**src/rtl/wb_pkg.sv**
```systemverilog
// writeback stage shared definitions
`default_nettype none

package wb_pkg;

    // lane and fifo geometry
    localparam int NUM_LANES  = 3;                  // execution lanes
    localparam int LANE_W     = 2;                  // lane index bits
    localparam int FIFO_DEPTH = 2;                  // entries per lane fifo
    localparam int PTR_W      = $clog2(FIFO_DEPTH); // fifo pointer bits
    localparam int CNT_W      = PTR_W + 1;          // holds 0..FIFO_DEPTH

    // result payload widths
    localparam int DATA_W = 32;
    localparam int ADDR_W = 5;    // 32 architectural regs
    localparam int CID_W  = 4;    // commit id, wraps mod 16

    // result kind
    typedef enum logic [0:0] {
        WB_OP_WRITE   = 1'b1,     // writes rd
        WB_OP_NOWRITE = 1'b0      // store, branch, retire only
    } wb_op_e;

    // one fifo entry, 42 bits
    typedef struct packed {
        wb_op_e             op;
        logic [ADDR_W-1:0]  addr;
        logic [DATA_W-1:0]  data;
        logic [CID_W-1:0]   cid;
    } wb_entry_t;

endpackage

`default_nettype wire

```
**src/rtl/wb_fifo_if.sv**
```systemverilog
// lane fifo push and pop bundle
`timescale 1ns/1ns
`default_nettype none

interface wb_fifo_if;
    import wb_pkg::*;

    // push side
    logic       push;        // write strobe, only when !full
    wb_entry_t  push_entry;
    logic       full;

    // pop side
    wb_entry_t  head_entry;  // valid while !empty
    logic       empty;
    logic       pop;         // read strobe, only when !empty

    // dispatcher end
    modport producer (output push, output push_entry, input full);

    // the fifo itself
    modport fifo (
        input  push, input push_entry, input pop,
        output full, output head_entry, output empty
    );

    // commit arbiter end
    modport consumer (output pop, input head_entry, input empty);

endinterface

`default_nettype wire

```
**src/rtl/wb_commit_arbiter.sv**
```systemverilog
// in-order commit arbiter
`timescale 1ns/1ns
`default_nettype none

module wb_commit_arbiter (
    input  wire                          clk,
    input  wire                          rst_n,
    wb_fifo_if.consumer                  lanes [wb_pkg::NUM_LANES],
    output logic                         wb_valid_o,
    output logic                         wb_we_o,
    output logic [wb_pkg::ADDR_W-1:0]    wb_addr_o,
    output logic [wb_pkg::DATA_W-1:0]    wb_data_o,
    output logic [wb_pkg::CID_W-1:0]     wb_cid_o
);
    import wb_pkg::*;

    logic [CID_W-1:0]       exp_cid;            // next id allowed to retire
    wb_entry_t              head [NUM_LANES];   // lane heads
    logic [NUM_LANES-1:0]   lane_empty;
    logic [NUM_LANES-1:0]   match;              // head carries exp_cid
    logic                   hit;                // a retirement this cycle
    wb_entry_t              sel_entry;          // winning head

    // per-lane compare and pop
    for (genvar g = 0; g < NUM_LANES; g++) begin : g_lane
        assign head[g]       = lanes[g].head_entry;
        assign lane_empty[g] = lanes[g].empty;
        assign match[g]      = !lane_empty[g] && (head[g].cid == exp_cid);
        assign lanes[g].pop  = match[g];  // pop in the cycle of the match
    end

    assign hit = |match;

    // select the matching head
    always_comb begin
        sel_entry = '0;
        for (int i = 0; i < NUM_LANES; i++) begin
            if (match[i]) begin
                sel_entry = head[i];
            end
        end
    end

    // control regs
    always_ff @(posedge clk or negedge rst_n) begin
        if (!rst_n) begin
            exp_cid    <= '0;
            wb_valid_o <= 1'b0;
            wb_we_o    <= 1'b0;
        end else begin
            wb_valid_o <= hit;                                  // one beat per retire
            wb_we_o    <= hit && (sel_entry.op == WB_OP_WRITE);
            if (hit) begin
                exp_cid <= exp_cid + CID_W'(1);                 // wraps 15 -> 0
            end
        end
    end

    // writeback payload
    always_ff @(posedge clk) begin
        if (hit) begin
            wb_addr_o <= sel_entry.addr;
            wb_data_o <= sel_entry.data;
            wb_cid_o  <= sel_entry.cid;
        end
    end

    // commit ids in flight are unique, so only one lane can match
    a_single_match: assert property (
        @(posedge clk) disable iff (!rst_n)
        $onehot0(match)
    ) else $error("several lane heads match commit id %0d", exp_cid);

endmodule

`default_nettype wire

```
**src/rtl/wb_dispatch.sv**
```systemverilog
// result stream dispatcher
`timescale 1ns/1ns
`default_nettype none

module wb_dispatch (
    input  wire                          clk,
    input  wire                          rst_n,
    input  wire                          res_valid_i,
    input  wire [wb_pkg::LANE_W-1:0]     res_lane_i,
    input  wire wb_pkg::wb_op_e          res_op_i,
    input  wire [wb_pkg::ADDR_W-1:0]     res_addr_i,
    input  wire [wb_pkg::DATA_W-1:0]     res_data_i,
    input  wire [wb_pkg::CID_W-1:0]      res_cid_i,
    output logic                         res_stall_o,
    wb_fifo_if.producer                  lanes [wb_pkg::NUM_LANES]
);
    import wb_pkg::*;

    wb_entry_t              entry;      // packed result
    logic [NUM_LANES-1:0]   lane_sel;   // one-hot target lane
    logic [NUM_LANES-1:0]   lane_full;  // per-lane full flags

    // pack incoming fields
    always_comb begin
        entry.op   = res_op_i;
        entry.addr = res_addr_i;
        entry.data = res_data_i;
        entry.cid  = res_cid_i;
    end

    // lane decode, push only into a lane with room
    for (genvar g = 0; g < NUM_LANES; g++) begin : g_lane
        assign lane_sel[g]         = res_valid_i && (res_lane_i == LANE_W'(g));
        assign lane_full[g]        = lanes[g].full;
        assign lanes[g].push       = lane_sel[g] && !lane_full[g];
        assign lanes[g].push_entry = entry;   // same payload to all lanes
    end

    // stall when the addressed lane is full, source holds the result
    assign res_stall_o = |(lane_sel & lane_full);

    // source must address an existing lane
    a_lane_range: assert property (
        @(posedge clk) disable iff (!rst_n)
        res_valid_i |-> (res_lane_i < LANE_W'(NUM_LANES))
    ) else $error("result addressed to lane %0d, out of range", res_lane_i);

    // stalled result stays put until accepted
    a_stall_hold: assert property (
        @(posedge clk) disable iff (!rst_n)
        (res_valid_i && res_stall_o) |=>
            (res_valid_i && $stable(res_lane_i) && $stable(res_cid_i))
    ) else $error("result changed under stall");

endmodule

`default_nettype wire

```
**src/rtl/wb_result_fifo.sv**
```systemverilog
// per-lane writeback result fifo
`timescale 1ns/1ns
`default_nettype none

module wb_result_fifo (
    input wire        clk,
    input wire        rst_n,
    wb_fifo_if.fifo   f
);
    import wb_pkg::*;

    wb_entry_t          mem [FIFO_DEPTH];  // circular buffer
    logic [PTR_W-1:0]   wr_ptr;            // next free slot
    logic [PTR_W-1:0]   rd_ptr;            // current head
    logic [CNT_W-1:0]   count;             // occupancy

    // pointer advance with wrap at depth
    function automatic logic [PTR_W-1:0] ptr_inc(input logic [PTR_W-1:0] p);
        logic [PTR_W-1:0] nxt;
        if (p == PTR_W'(FIFO_DEPTH - 1)) begin
            nxt = '0;
        end else begin
            nxt = p + PTR_W'(1);
        end
        return nxt;
    endfunction

    // pointers and count
    always_ff @(posedge clk or negedge rst_n) begin
        if (!rst_n) begin
            wr_ptr <= '0;
            rd_ptr <= '0;
            count  <= '0;
        end else begin
            if (f.push) wr_ptr <= ptr_inc(wr_ptr);
            if (f.pop)  rd_ptr <= ptr_inc(rd_ptr);
            case ({f.push, f.pop})
                2'b10:   count <= count + CNT_W'(1);  // fill
                2'b01:   count <= count - CNT_W'(1);  // drain
                default: count <= count;              // idle or push+pop
            endcase
        end
    end

    // storage write
    always_ff @(posedge clk) begin
        if (f.push) begin
            mem[wr_ptr] <= f.push_entry;  // slot freed same cycle if full+pop
        end
    end

    // status
    assign f.full  = (count == CNT_W'(FIFO_DEPTH));
    assign f.empty = (count == '0);

    // head reads zero when empty
    assign f.head_entry = f.empty ? '0 : mem[rd_ptr];

    // dispatcher must not overrun the lane
    a_no_overflow: assert property (
        @(posedge clk) disable iff (!rst_n)
        (f.push && f.full) |-> f.pop
    ) else $error("lane fifo push while full without pop");

    // arbiter must not pop a drained lane
    a_no_underflow: assert property (
        @(posedge clk) disable iff (!rst_n)
        !(f.pop && f.empty)
    ) else $error("lane fifo pop while empty");

endmodule

`default_nettype wire

```
**src/rtl/wb_top.sv**
```systemverilog
// register writeback stage top
`timescale 1ns/1ns
`default_nettype none

module wb_top (
    input  wire                          clk,
    input  wire                          rst_n,

    // result stream from the execution lanes
    input  wire                          res_valid_i,
    input  wire [wb_pkg::LANE_W-1:0]     res_lane_i,
    input  wire wb_pkg::wb_op_e          res_op_i,
    input  wire [wb_pkg::ADDR_W-1:0]     res_addr_i,
    input  wire [wb_pkg::DATA_W-1:0]     res_data_i,
    input  wire [wb_pkg::CID_W-1:0]      res_cid_i,
    output wire                          res_stall_o,

    // in-order writeback port
    output wire                          wb_valid_o,
    output wire                          wb_we_o,
    output wire [wb_pkg::ADDR_W-1:0]     wb_addr_o,
    output wire [wb_pkg::DATA_W-1:0]     wb_data_o,
    output wire [wb_pkg::CID_W-1:0]      wb_cid_o
);
    import wb_pkg::*;

    wb_fifo_if lane_if [NUM_LANES] ();  // one bundle per lane

    // steer results into lanes
    wb_dispatch i_dispatch (
        .clk         (clk),
        .rst_n       (rst_n),
        .res_valid_i (res_valid_i),
        .res_lane_i  (res_lane_i),
        .res_op_i    (res_op_i),
        .res_addr_i  (res_addr_i),
        .res_data_i  (res_data_i),
        .res_cid_i   (res_cid_i),
        .res_stall_o (res_stall_o),
        .lanes       (lane_if)
    );

    // lane fifos
    for (genvar g = 0; g < NUM_LANES; g++) begin : g_fifo
        wb_result_fifo i_fifo (
            .clk   (clk),
            .rst_n (rst_n),
            .f     (lane_if[g])
        );
    end

    // retire in commit id order
    wb_commit_arbiter i_arbiter (
        .clk        (clk),
        .rst_n      (rst_n),
        .lanes      (lane_if),
        .wb_valid_o (wb_valid_o),
        .wb_we_o    (wb_we_o),
        .wb_addr_o  (wb_addr_o),
        .wb_data_o  (wb_data_o),
        .wb_cid_o   (wb_cid_o)
    );

endmodule

`default_nettype wire

```
**config.mk**
```make
export PLATFORM = sky130hd
export DESIGN_NAME = wb_top
export DESIGN_NICKNAME = d
export VERILOG_FILES = /design/src/rtl/wb_pkg.sv /design/src/rtl/wb_fifo_if.sv /design/src/rtl/wb_commit_arbiter.sv /design/src/rtl/wb_dispatch.sv /design/src/rtl/wb_result_fifo.sv /design/src/rtl/wb_top.sv
export SDC_FILE = /design/constraint.sdc
export NUM_CORES = 1
export LEC_CHECK = 0
export BUFFER_PORTS_ARGS = -buffer_cell sky130_fd_sc_hd__clkbuf_2
export CAP_MARGIN = 0
export CORE_MARGIN = 10
export CORE_UTILIZATION = 60
export CTS_CLUSTER_DIAMETER = 200
export DETAILED_ROUTE_END_ITERATION = 16
export PLACE_DENSITY = 0.77
export REMOVE_ABC_BUFFERS = 1
export SYNTH_ARGS = -nofsm -noshare
export SYNTH_HDL_FRONTEND = slang
export SYNTH_SLANG_ARGS = --single-unit
```
**constraint.sdc**
```tcl
create_clock -name clk -period 8 [get_ports clk]
set_clock_uncertainty 0.15 [all_clocks]
set_input_delay 0 -clock clk [delete_from_list [all_inputs] [get_ports clk]]
set_output_delay 0 -clock clk [all_outputs]
set_load 0.05 [all_outputs]
```
==> results of run 1 <==
==> final cells by class <==
class                           count  area (um2)
Antenna cell                        2        5.00
Clock buffer                       39         806
Clock inverter                     15         178
Fill cell                        1227        5310
Inverter                            5        18.8
Multi-Input combinational cell    291        2730
Sequential cell                   311        9250
Tap cell                          265         332
Timing Repair Buffer              150        1020
==> flip-flops by register name (all words and copies together), names as in the netlist <==
name / flops
g_fifo.i_fifo.rd_ptr: 3
g_fifo.i_fifo.mem: 252
i_arbiter.wb_addr_o: 5
i_arbiter.exp_cid: 4
g_fifo.i_fifo.wr_ptr: 3
g_fifo.i_fifo.count: 6
i_arbiter.wb_data_o: 32
i_arbiter.wb_we_o: 1
i_arbiter.wb_cid_o: 4
i_arbiter.wb_valid_o: 1
==> timing repair <==
item | in CTS | in global routing
hold endpoints to repair | 274 | 0
endpoints found under the setup margin | 0 | 0
hold buffers | 49 | 0
==> layout by cell type, fill, tap and decap left out, types with 18 or more instances in the layout <==
master	instances
edfxtp_1	293
clkbuf_2	90
mux2_2	81
mux2i_1	51
dlygate4sd3_1	49
a21oi_1	40
clkbuf_16	31
xnor2_1	20
a221oi_2	20
a221oi_1	18
==> metal layers <==
metal  routed length (um)  GRT usage (%)  share of wire [%]  vias up
met1                10100           23.8                 41     3226
met5                    0              0                  0        -
li1                     -              -                  -     2860
met4                  410           4.88                1.7        0
met3                 1440           3.46                5.8       32
met2                12800           33.5                 52      178
==> final timing paths <==
check	to	slack, ps	start	cells after the start
max in group asynchronous	g_fifo[1].i_fifo.rd_ptr	6550	rst_n	3
worst max-delay path	i_arbiter.wb_data_o[11]	4200	g_fifo[2].i_fifo.rd_ptr	6
worst min-delay path	g_fifo[0].i_fifo.mem[0][29]	70	res_data_i[25]	2
worst max register to register	i_arbiter.wb_data_o[11]	4200	g_fifo[2].i_fifo.rd_ptr	6
worst min register to register	g_fifo[1].i_fifo.count[1]	400	g_fifo[1].i_fifo.count[1]	1
min in group asynchronous	i_arbiter.exp_cid[3]	520	rst_n	3
==> cell families (layout without fill, tap and decap cells) <==
logic type                 Yosys count  in the layout  synth area share, %
AOI/OAI and AO/OA                   90             90                 6.05
xor gates and xnor gates            27             27                 1.95
adders and majority gates            4              4                0.413
buffers and inverters               42            209                 1.68
DFF                                311            311                 76.2
muxes                              132            132                 11.7
other                                0              2                    0
and+or+nand+nor                     38             38                 1.95
==> per-stage QoR <==
stage                     worst slack, ps  area, um2  total power, mW  std cells
after floorplan                      2230      11900             3.57        607
after global placement               4230      12900             3.99        973
after detailed placement             4090      12900             4.03        973
after CTS                            4050      14300             5.46       1076
after global routing                 3940      14300             5.65       1078
final                                4200      14300             5.42       1078
==> power by group <==
part	total, mW	internal, mW	switching, mW
Combinational	1.75	0.579	1.17
Sequential	2.27	2.13	0.139
Clock	1.40	0.836	0.565
Total	5.42	3.54	1.87
==> critical path, stage by stage, from the launching register on <==
cell and delay (ps):
dfrtp_2 440, mux2_2 350, o21ai_0 150, xor2_1 220, and4_4 980, nor2_1 210
inv_2 880
==> out/metrics.cfg, run 1 <==
[sta]
rsz0062_at_grt=false
finalSetupTns_ps=0
fin_hold_ws_ps=72.9
fin_crit_ps=3800
final_max_slew_viol_count=0
fmax_mhz=263
setup_violations=0
post-route-period-util_pct=47.5
worstMarginPinSlew_ps=1190
max-slew-margin-rel_pct=20.6
hold_violations=0

[drt]
viasPerCell=5.84
dr_total_vias=6296
drcViolationCount=0
finalWirelength_mm=24.8
dr.first_iter.drc_count=410
drtPass1Iterations=4
ant_nets=0
routedWlPerCell_um=23.0

[clock_tree]
cts_root_buffer=clkbuf_16
cts_resized=0
clk_latency_ps=550
cts_tree=yes
htree_levels=1
numCtsBuffers=31
clkSinkCount=311
post_cts_buffers=0
clock_path_buffers=3
clkTransAtPathRegs_ps=60

[placed_design]
portBuffers=90
gp_congestion=0.891
hpwl_mm=12.8

[final_layout]
nets=841
drive_above_1_share_pct=32.2
final_core_util_pct=73.0
syn_to_final_growth_pct=18.3

[global_route]
grt_pass1_vias=6844
grt_start_max_net_pins=88
antenna_found_initial=2
grt_pass1_wl_mm=39.0
grtUsageTotal_pct=19.0
grt_overflow=0

[worst_setup_path]
critPathArrivalTime_ps=3810
endpoint_kind=register
critPathRequiredTime_ps=8010
crit_path_max_fanout=87
crit_path_start_kind=register
path_class=reg -> reg

[pwr]
powerDensity_nw_per_um2=378
vdd_drop_max_mv=0.318
p_leak_nw=5.02

[outcome]
outcome=completed

[synthesis]
ys_seq_area_share_pct=76.2
async_flop_share_pct=5.79
yosysWarnings=0
ys_top_cells_by_area=edfxtp_1 (73%), mux2_2 (7.5%), mux2i_1 (4.2%)
synth.top_cell.area_share_pct=72.5
synth-edff-count=293
synthDistinctLibCells=35
synth_seq_cells=311
synth_most_common_cell=edfxtp_1
synth_area_per_cell_um2=18.8
ys.flop_type=edfxtp_1
syn_area_um2=12100
syn_inst=644
yosysTopAreaCell=edfxtp_1
synth.top_cells.by_count=edfxtp_1 (293), mux2_2 (81), mux2i_1 (51)

[worst_hold_path]
hold_path_class=in -> reg

[run]
drv_cap=0

[floorplan]
core_area_um2=19700
die_h_um=162
die-area_um2=26300
ios=91
initial_core_util_pct=61.7
fp-row-count=51
die_w_um=162

Note: power is estimated with default switching activity, not from simulation.
==> run 2: changes to the inputs <==
--- a/config.mk
+++ b/config.mk
@@ -8,10 +8,10 @@
 export BUFFER_PORTS_ARGS = -buffer_cell sky130_fd_sc_hd__clkbuf_2
 export CAP_MARGIN = 0
 export CORE_MARGIN = 10
-export CORE_UTILIZATION = 60
+export CORE_UTILIZATION = 54
 export CTS_CLUSTER_DIAMETER = 200
 export DETAILED_ROUTE_END_ITERATION = 16
-export PLACE_DENSITY = 0.77
+export PLACE_DENSITY = 0.73
 export REMOVE_ABC_BUFFERS = 1
 export SYNTH_ARGS = -nofsm -noshare
 export SYNTH_HDL_FRONTEND = slang
==> constraint.sdc (replaced) <==
create_clock -name clk -period 3.3 [get_ports clk]
set_clock_uncertainty 0.15 [all_clocks]
set_input_delay 0 -clock clk [delete_from_list [all_inputs] [get_ports clk]]
set_output_delay 0 -clock clk [all_outputs]
set_load 0.05 [all_outputs]
==> run 2 against run 1 <==
Power is 140% higher. Worst setup slack worse by 3800 ps. Non-clock buffer count is 8 higher. Combinational power is 150% higher. Die area is 9.7% higher. Clock power is 130% higher. Sequential power is 140% higher. Fmax is 33% higher. Global-route usage is 1.7 points lower. Final cell count is 2.3% higher. Critical path depth is 2 higher. Register-to-register slack worse by 3800 ps. Critical path type unchanged. Critical endpoint is now g_fifo[2].i_fifo.count[1]. Largest power group unchanged.
==> out/metrics.cfg, run 2 (synthesis results as in run 1) <==
[floorplan]
die-area_um2=28900  ; was 26300 um2
die_w_um=170  ; was 162 um
ios=91  ; unchanged
fp-row-count=54  ; was 51
core_area_um2=22000  ; was 19700 um2
initial_core_util_pct=55.3  ; was 61.7%
die_h_um=170  ; was 162 um

[drt]
dr_total_vias=6333  ; was 6296
drcViolationCount=0  ; unchanged
finalWirelength_mm=25.0  ; was 24.8 mm
routedWlPerCell_um=22.7  ; was 23.0 um
viasPerCell=5.74  ; was 5.84
dr.first_iter.drc_count=451  ; was 410
ant_nets=0  ; unchanged
drtPass1Iterations=4  ; unchanged

[global_route]
grt_start_max_net_pins=87  ; was 88
use_met3_pct=3.29  ; was 3.46%
use_met1_pct=22.8  ; was 23.8%
antenna_found_initial=2  ; unchanged
grt_pass1_wl_mm=39.1  ; was 39.0 mm
grt_overflow=0  ; unchanged
grt_most_used_layer=met2  ; unchanged
grt_pass1_vias=6804  ; was 6844
grtUsageTotal_pct=17.3  ; was 19.0%
grtUsageMet2_pct=29.3  ; was 33.5%

[worst_setup_path]
rrSetupSlack_ps=430  ; was 4200 ps
cp_common_cell=xor2_1
timing.rr.end=g_fifo[2].i_fifo.count[1]  ; was i_arbiter.wb_data_o[11]
reg2reg_from=g_fifo[2].i_fifo.rd_ptr  ; unchanged
endpoint_kind=register  ; unchanged
critPathMaxStageDelay_ps=610  ; was 980 ps
crit_chain=mux2_2 > o21ai_0 > xor2_1 > and4_4 > buf_12 > ha_1 > nor2_1 > xor2_1  ; was mux2_2 > o21ai_0 > xor2_1 > and4_4 > nor2_1 > inv_2
worst-r2r-cell-count=8  ; was 6
path_class=reg -> reg  ; unchanged
critPathRequiredTime_ps=3620  ; was 8010 ps
critPathArrivalTime_ps=3190  ; was 3810 ps
crit_path_start_kind=register  ; unchanged
crit_path_max_fanout=86  ; was 87
slowest_stage=dfrtp_4  ; was and4_4

[final_layout]
nets=849  ; was 841
final_common_cell=edfxtp_1  ; unchanged
final_cell_mix=edfxtp_1 (293), clkbuf_2 (90), mux2_2 (81)  ; unchanged
max_flop_register=g_fifo.i_fifo.mem  ; unchanged
reg_top3=g_fifo.i_fifo.mem: 252 flops, i_arbiter.wb_data_o: 32 flops, g_fifo.i_fifo.count: 6 flops  ; unchanged
drive_above_1_share_pct=32.4  ; was 32.2%
syn_to_final_growth_pct=19.0  ; was 18.3%
largest_reg_flops=252  ; unchanged

[sta]
fin_crit_ps=2870  ; was 3800 ps
max-slew-margin-rel_pct=40.8  ; was 20.6%
worstMarginPinSlew_ps=886  ; was 1190 ps
setup_ws_ps=430  ; was 4200 ps
final_max_slew_viol_count=0  ; unchanged
hold_violations=0  ; unchanged
fmax_mhz=348  ; was 263 MHz
rsz0062_at_grt=false  ; unchanged
post-route-period-util_pct=87.0  ; was 47.5%
finalSetupTns_ps=0  ; unchanged
setup_violations=0  ; unchanged

[run]
drv_cap=0  ; unchanged

[worst_hold_path]
whs_endpoint=g_fifo[2].i_fifo.mem[1][31]  ; was g_fifo[0].i_fifo.mem[0][29]
hold_start=res_data_i[27]  ; was res_data_i[25]
hold_path_class=in -> reg  ; unchanged
hold_depth=2  ; unchanged

[pwr]
powerDensity_nw_per_um2=906  ; was 378 nW/um2
p_leak_nw=5.05  ; was 5.02 nW
vdd_drop_max_mv=0.477  ; was 0.318 mV

[clock_tree]
numCtsBuffers=31  ; unchanged
htree_levels=1  ; unchanged
clkSinkCount=311  ; unchanged
post_cts_buffers=0  ; unchanged
cts_root_buffer=clkbuf_16  ; unchanged
cts_tree=yes  ; unchanged
clkTransAtPathRegs_ps=60  ; about the same
clock_path_buffers=3  ; unchanged
clk_latency_ps=550  ; about the same

[placed_design]
hpwl_mm=14.0  ; was 12.8 mm
portBuffers=90  ; unchanged
pre_cts_slack_ps=471  ; was 4090 ps
gp_congestion=0.843  ; was 0.891

[outcome]
outcome=completed  ; unchanged

==> run 2: changes by cell type in the layout (fill, tap and decap cells not counted), sizes merged <==
cell,previous run,this run
clkbuf,129,126
buf,11,19
clkinvlp,1,0
clkinv,9,17
bufinv,4,2
==> run 2: worst max-delay path, delay by kind of cell (launching register included) <==
| family | cells | cell delay, ps |
|---|---|---|
| multiplexers | 1 | 370 |
| XOR/XNOR | 2 | 340 |
| buffers and inverters | 1 | 410 |
| AO/OA/AOI/OAI | 1 | 130 |
| adder cells (fa/ha/maj) | 1 | 350 |
| flip-flops | 1 | 610 |
| AND/OR/NAND/NOR | 2 | 420 |
==> run 2: report_power, final <==
group	internal (mW)	switching, mW
clock network	1.86	1.38
registers	5.15	0.373
logic	1.48	2.84
total	8.49	4.59
==> run 2: worst max-delay path by stage <==
stage,from,end,depth (start not counted)
global route,g_fifo[2].i_fifo.rd_ptr,g_fifo[2].i_fifo.count[1],8
floorplan,g_fifo[2].i_fifo.rd_ptr,i_arbiter.wb_addr_o[0],6
detailed placement,g_fifo[2].i_fifo.rd_ptr,g_fifo[2].i_fifo.count[1],8
CTS,g_fifo[2].i_fifo.rd_ptr,g_fifo[2].i_fifo.count[1],8
finish,g_fifo[2].i_fifo.rd_ptr,g_fifo[2].i_fifo.count[1],8
global placement,g_fifo[2].i_fifo.rd_ptr,g_fifo[2].i_fifo.count[1],8
==> run 2: area by class of cell <==
class	count	area, um2
clock buffer	36	795
clock inverter	20	140
timing repair buffer	158	1150
tap	280	350
inverter	5	18.8
antenna	2	5.00
sequential	311	9260
fill	1428	7520
multi-input combinational	291	2730
==> run 2: metal layers <==
layer	routed length (um)	part of all wire, %	up-vias
met4	413	1.7	0
met1	11000	44	3259
met2	12400	49	165
met3	1210	4.8	33
li1	-	-	2876
met5	0	0	-
==> run 2: stage by stage <==
stage	cell area [um2]	utilization, %	total power, mW	std cells	hold slack [ps]
6_report	14400	65.8	13.1	1103	82.7
5_1_grt	14400	65.8	13.7	1103	84.6
4_1_cts	14400	65.7	13.2	1101	67.6
3_5_place_dp	13000	59.3	9.89	996	-166
3_3_place_gp	13000	59.3	9.79	996	-175
2_1_floorplan	11900	-	8.65	607	-446
==> run 2: timing repair <==
action,CTS,global route
setup endpoints to repair,0,0
gates resized for setup,0,0
hold endpoints to repair,274,0
hold buffers,49,0
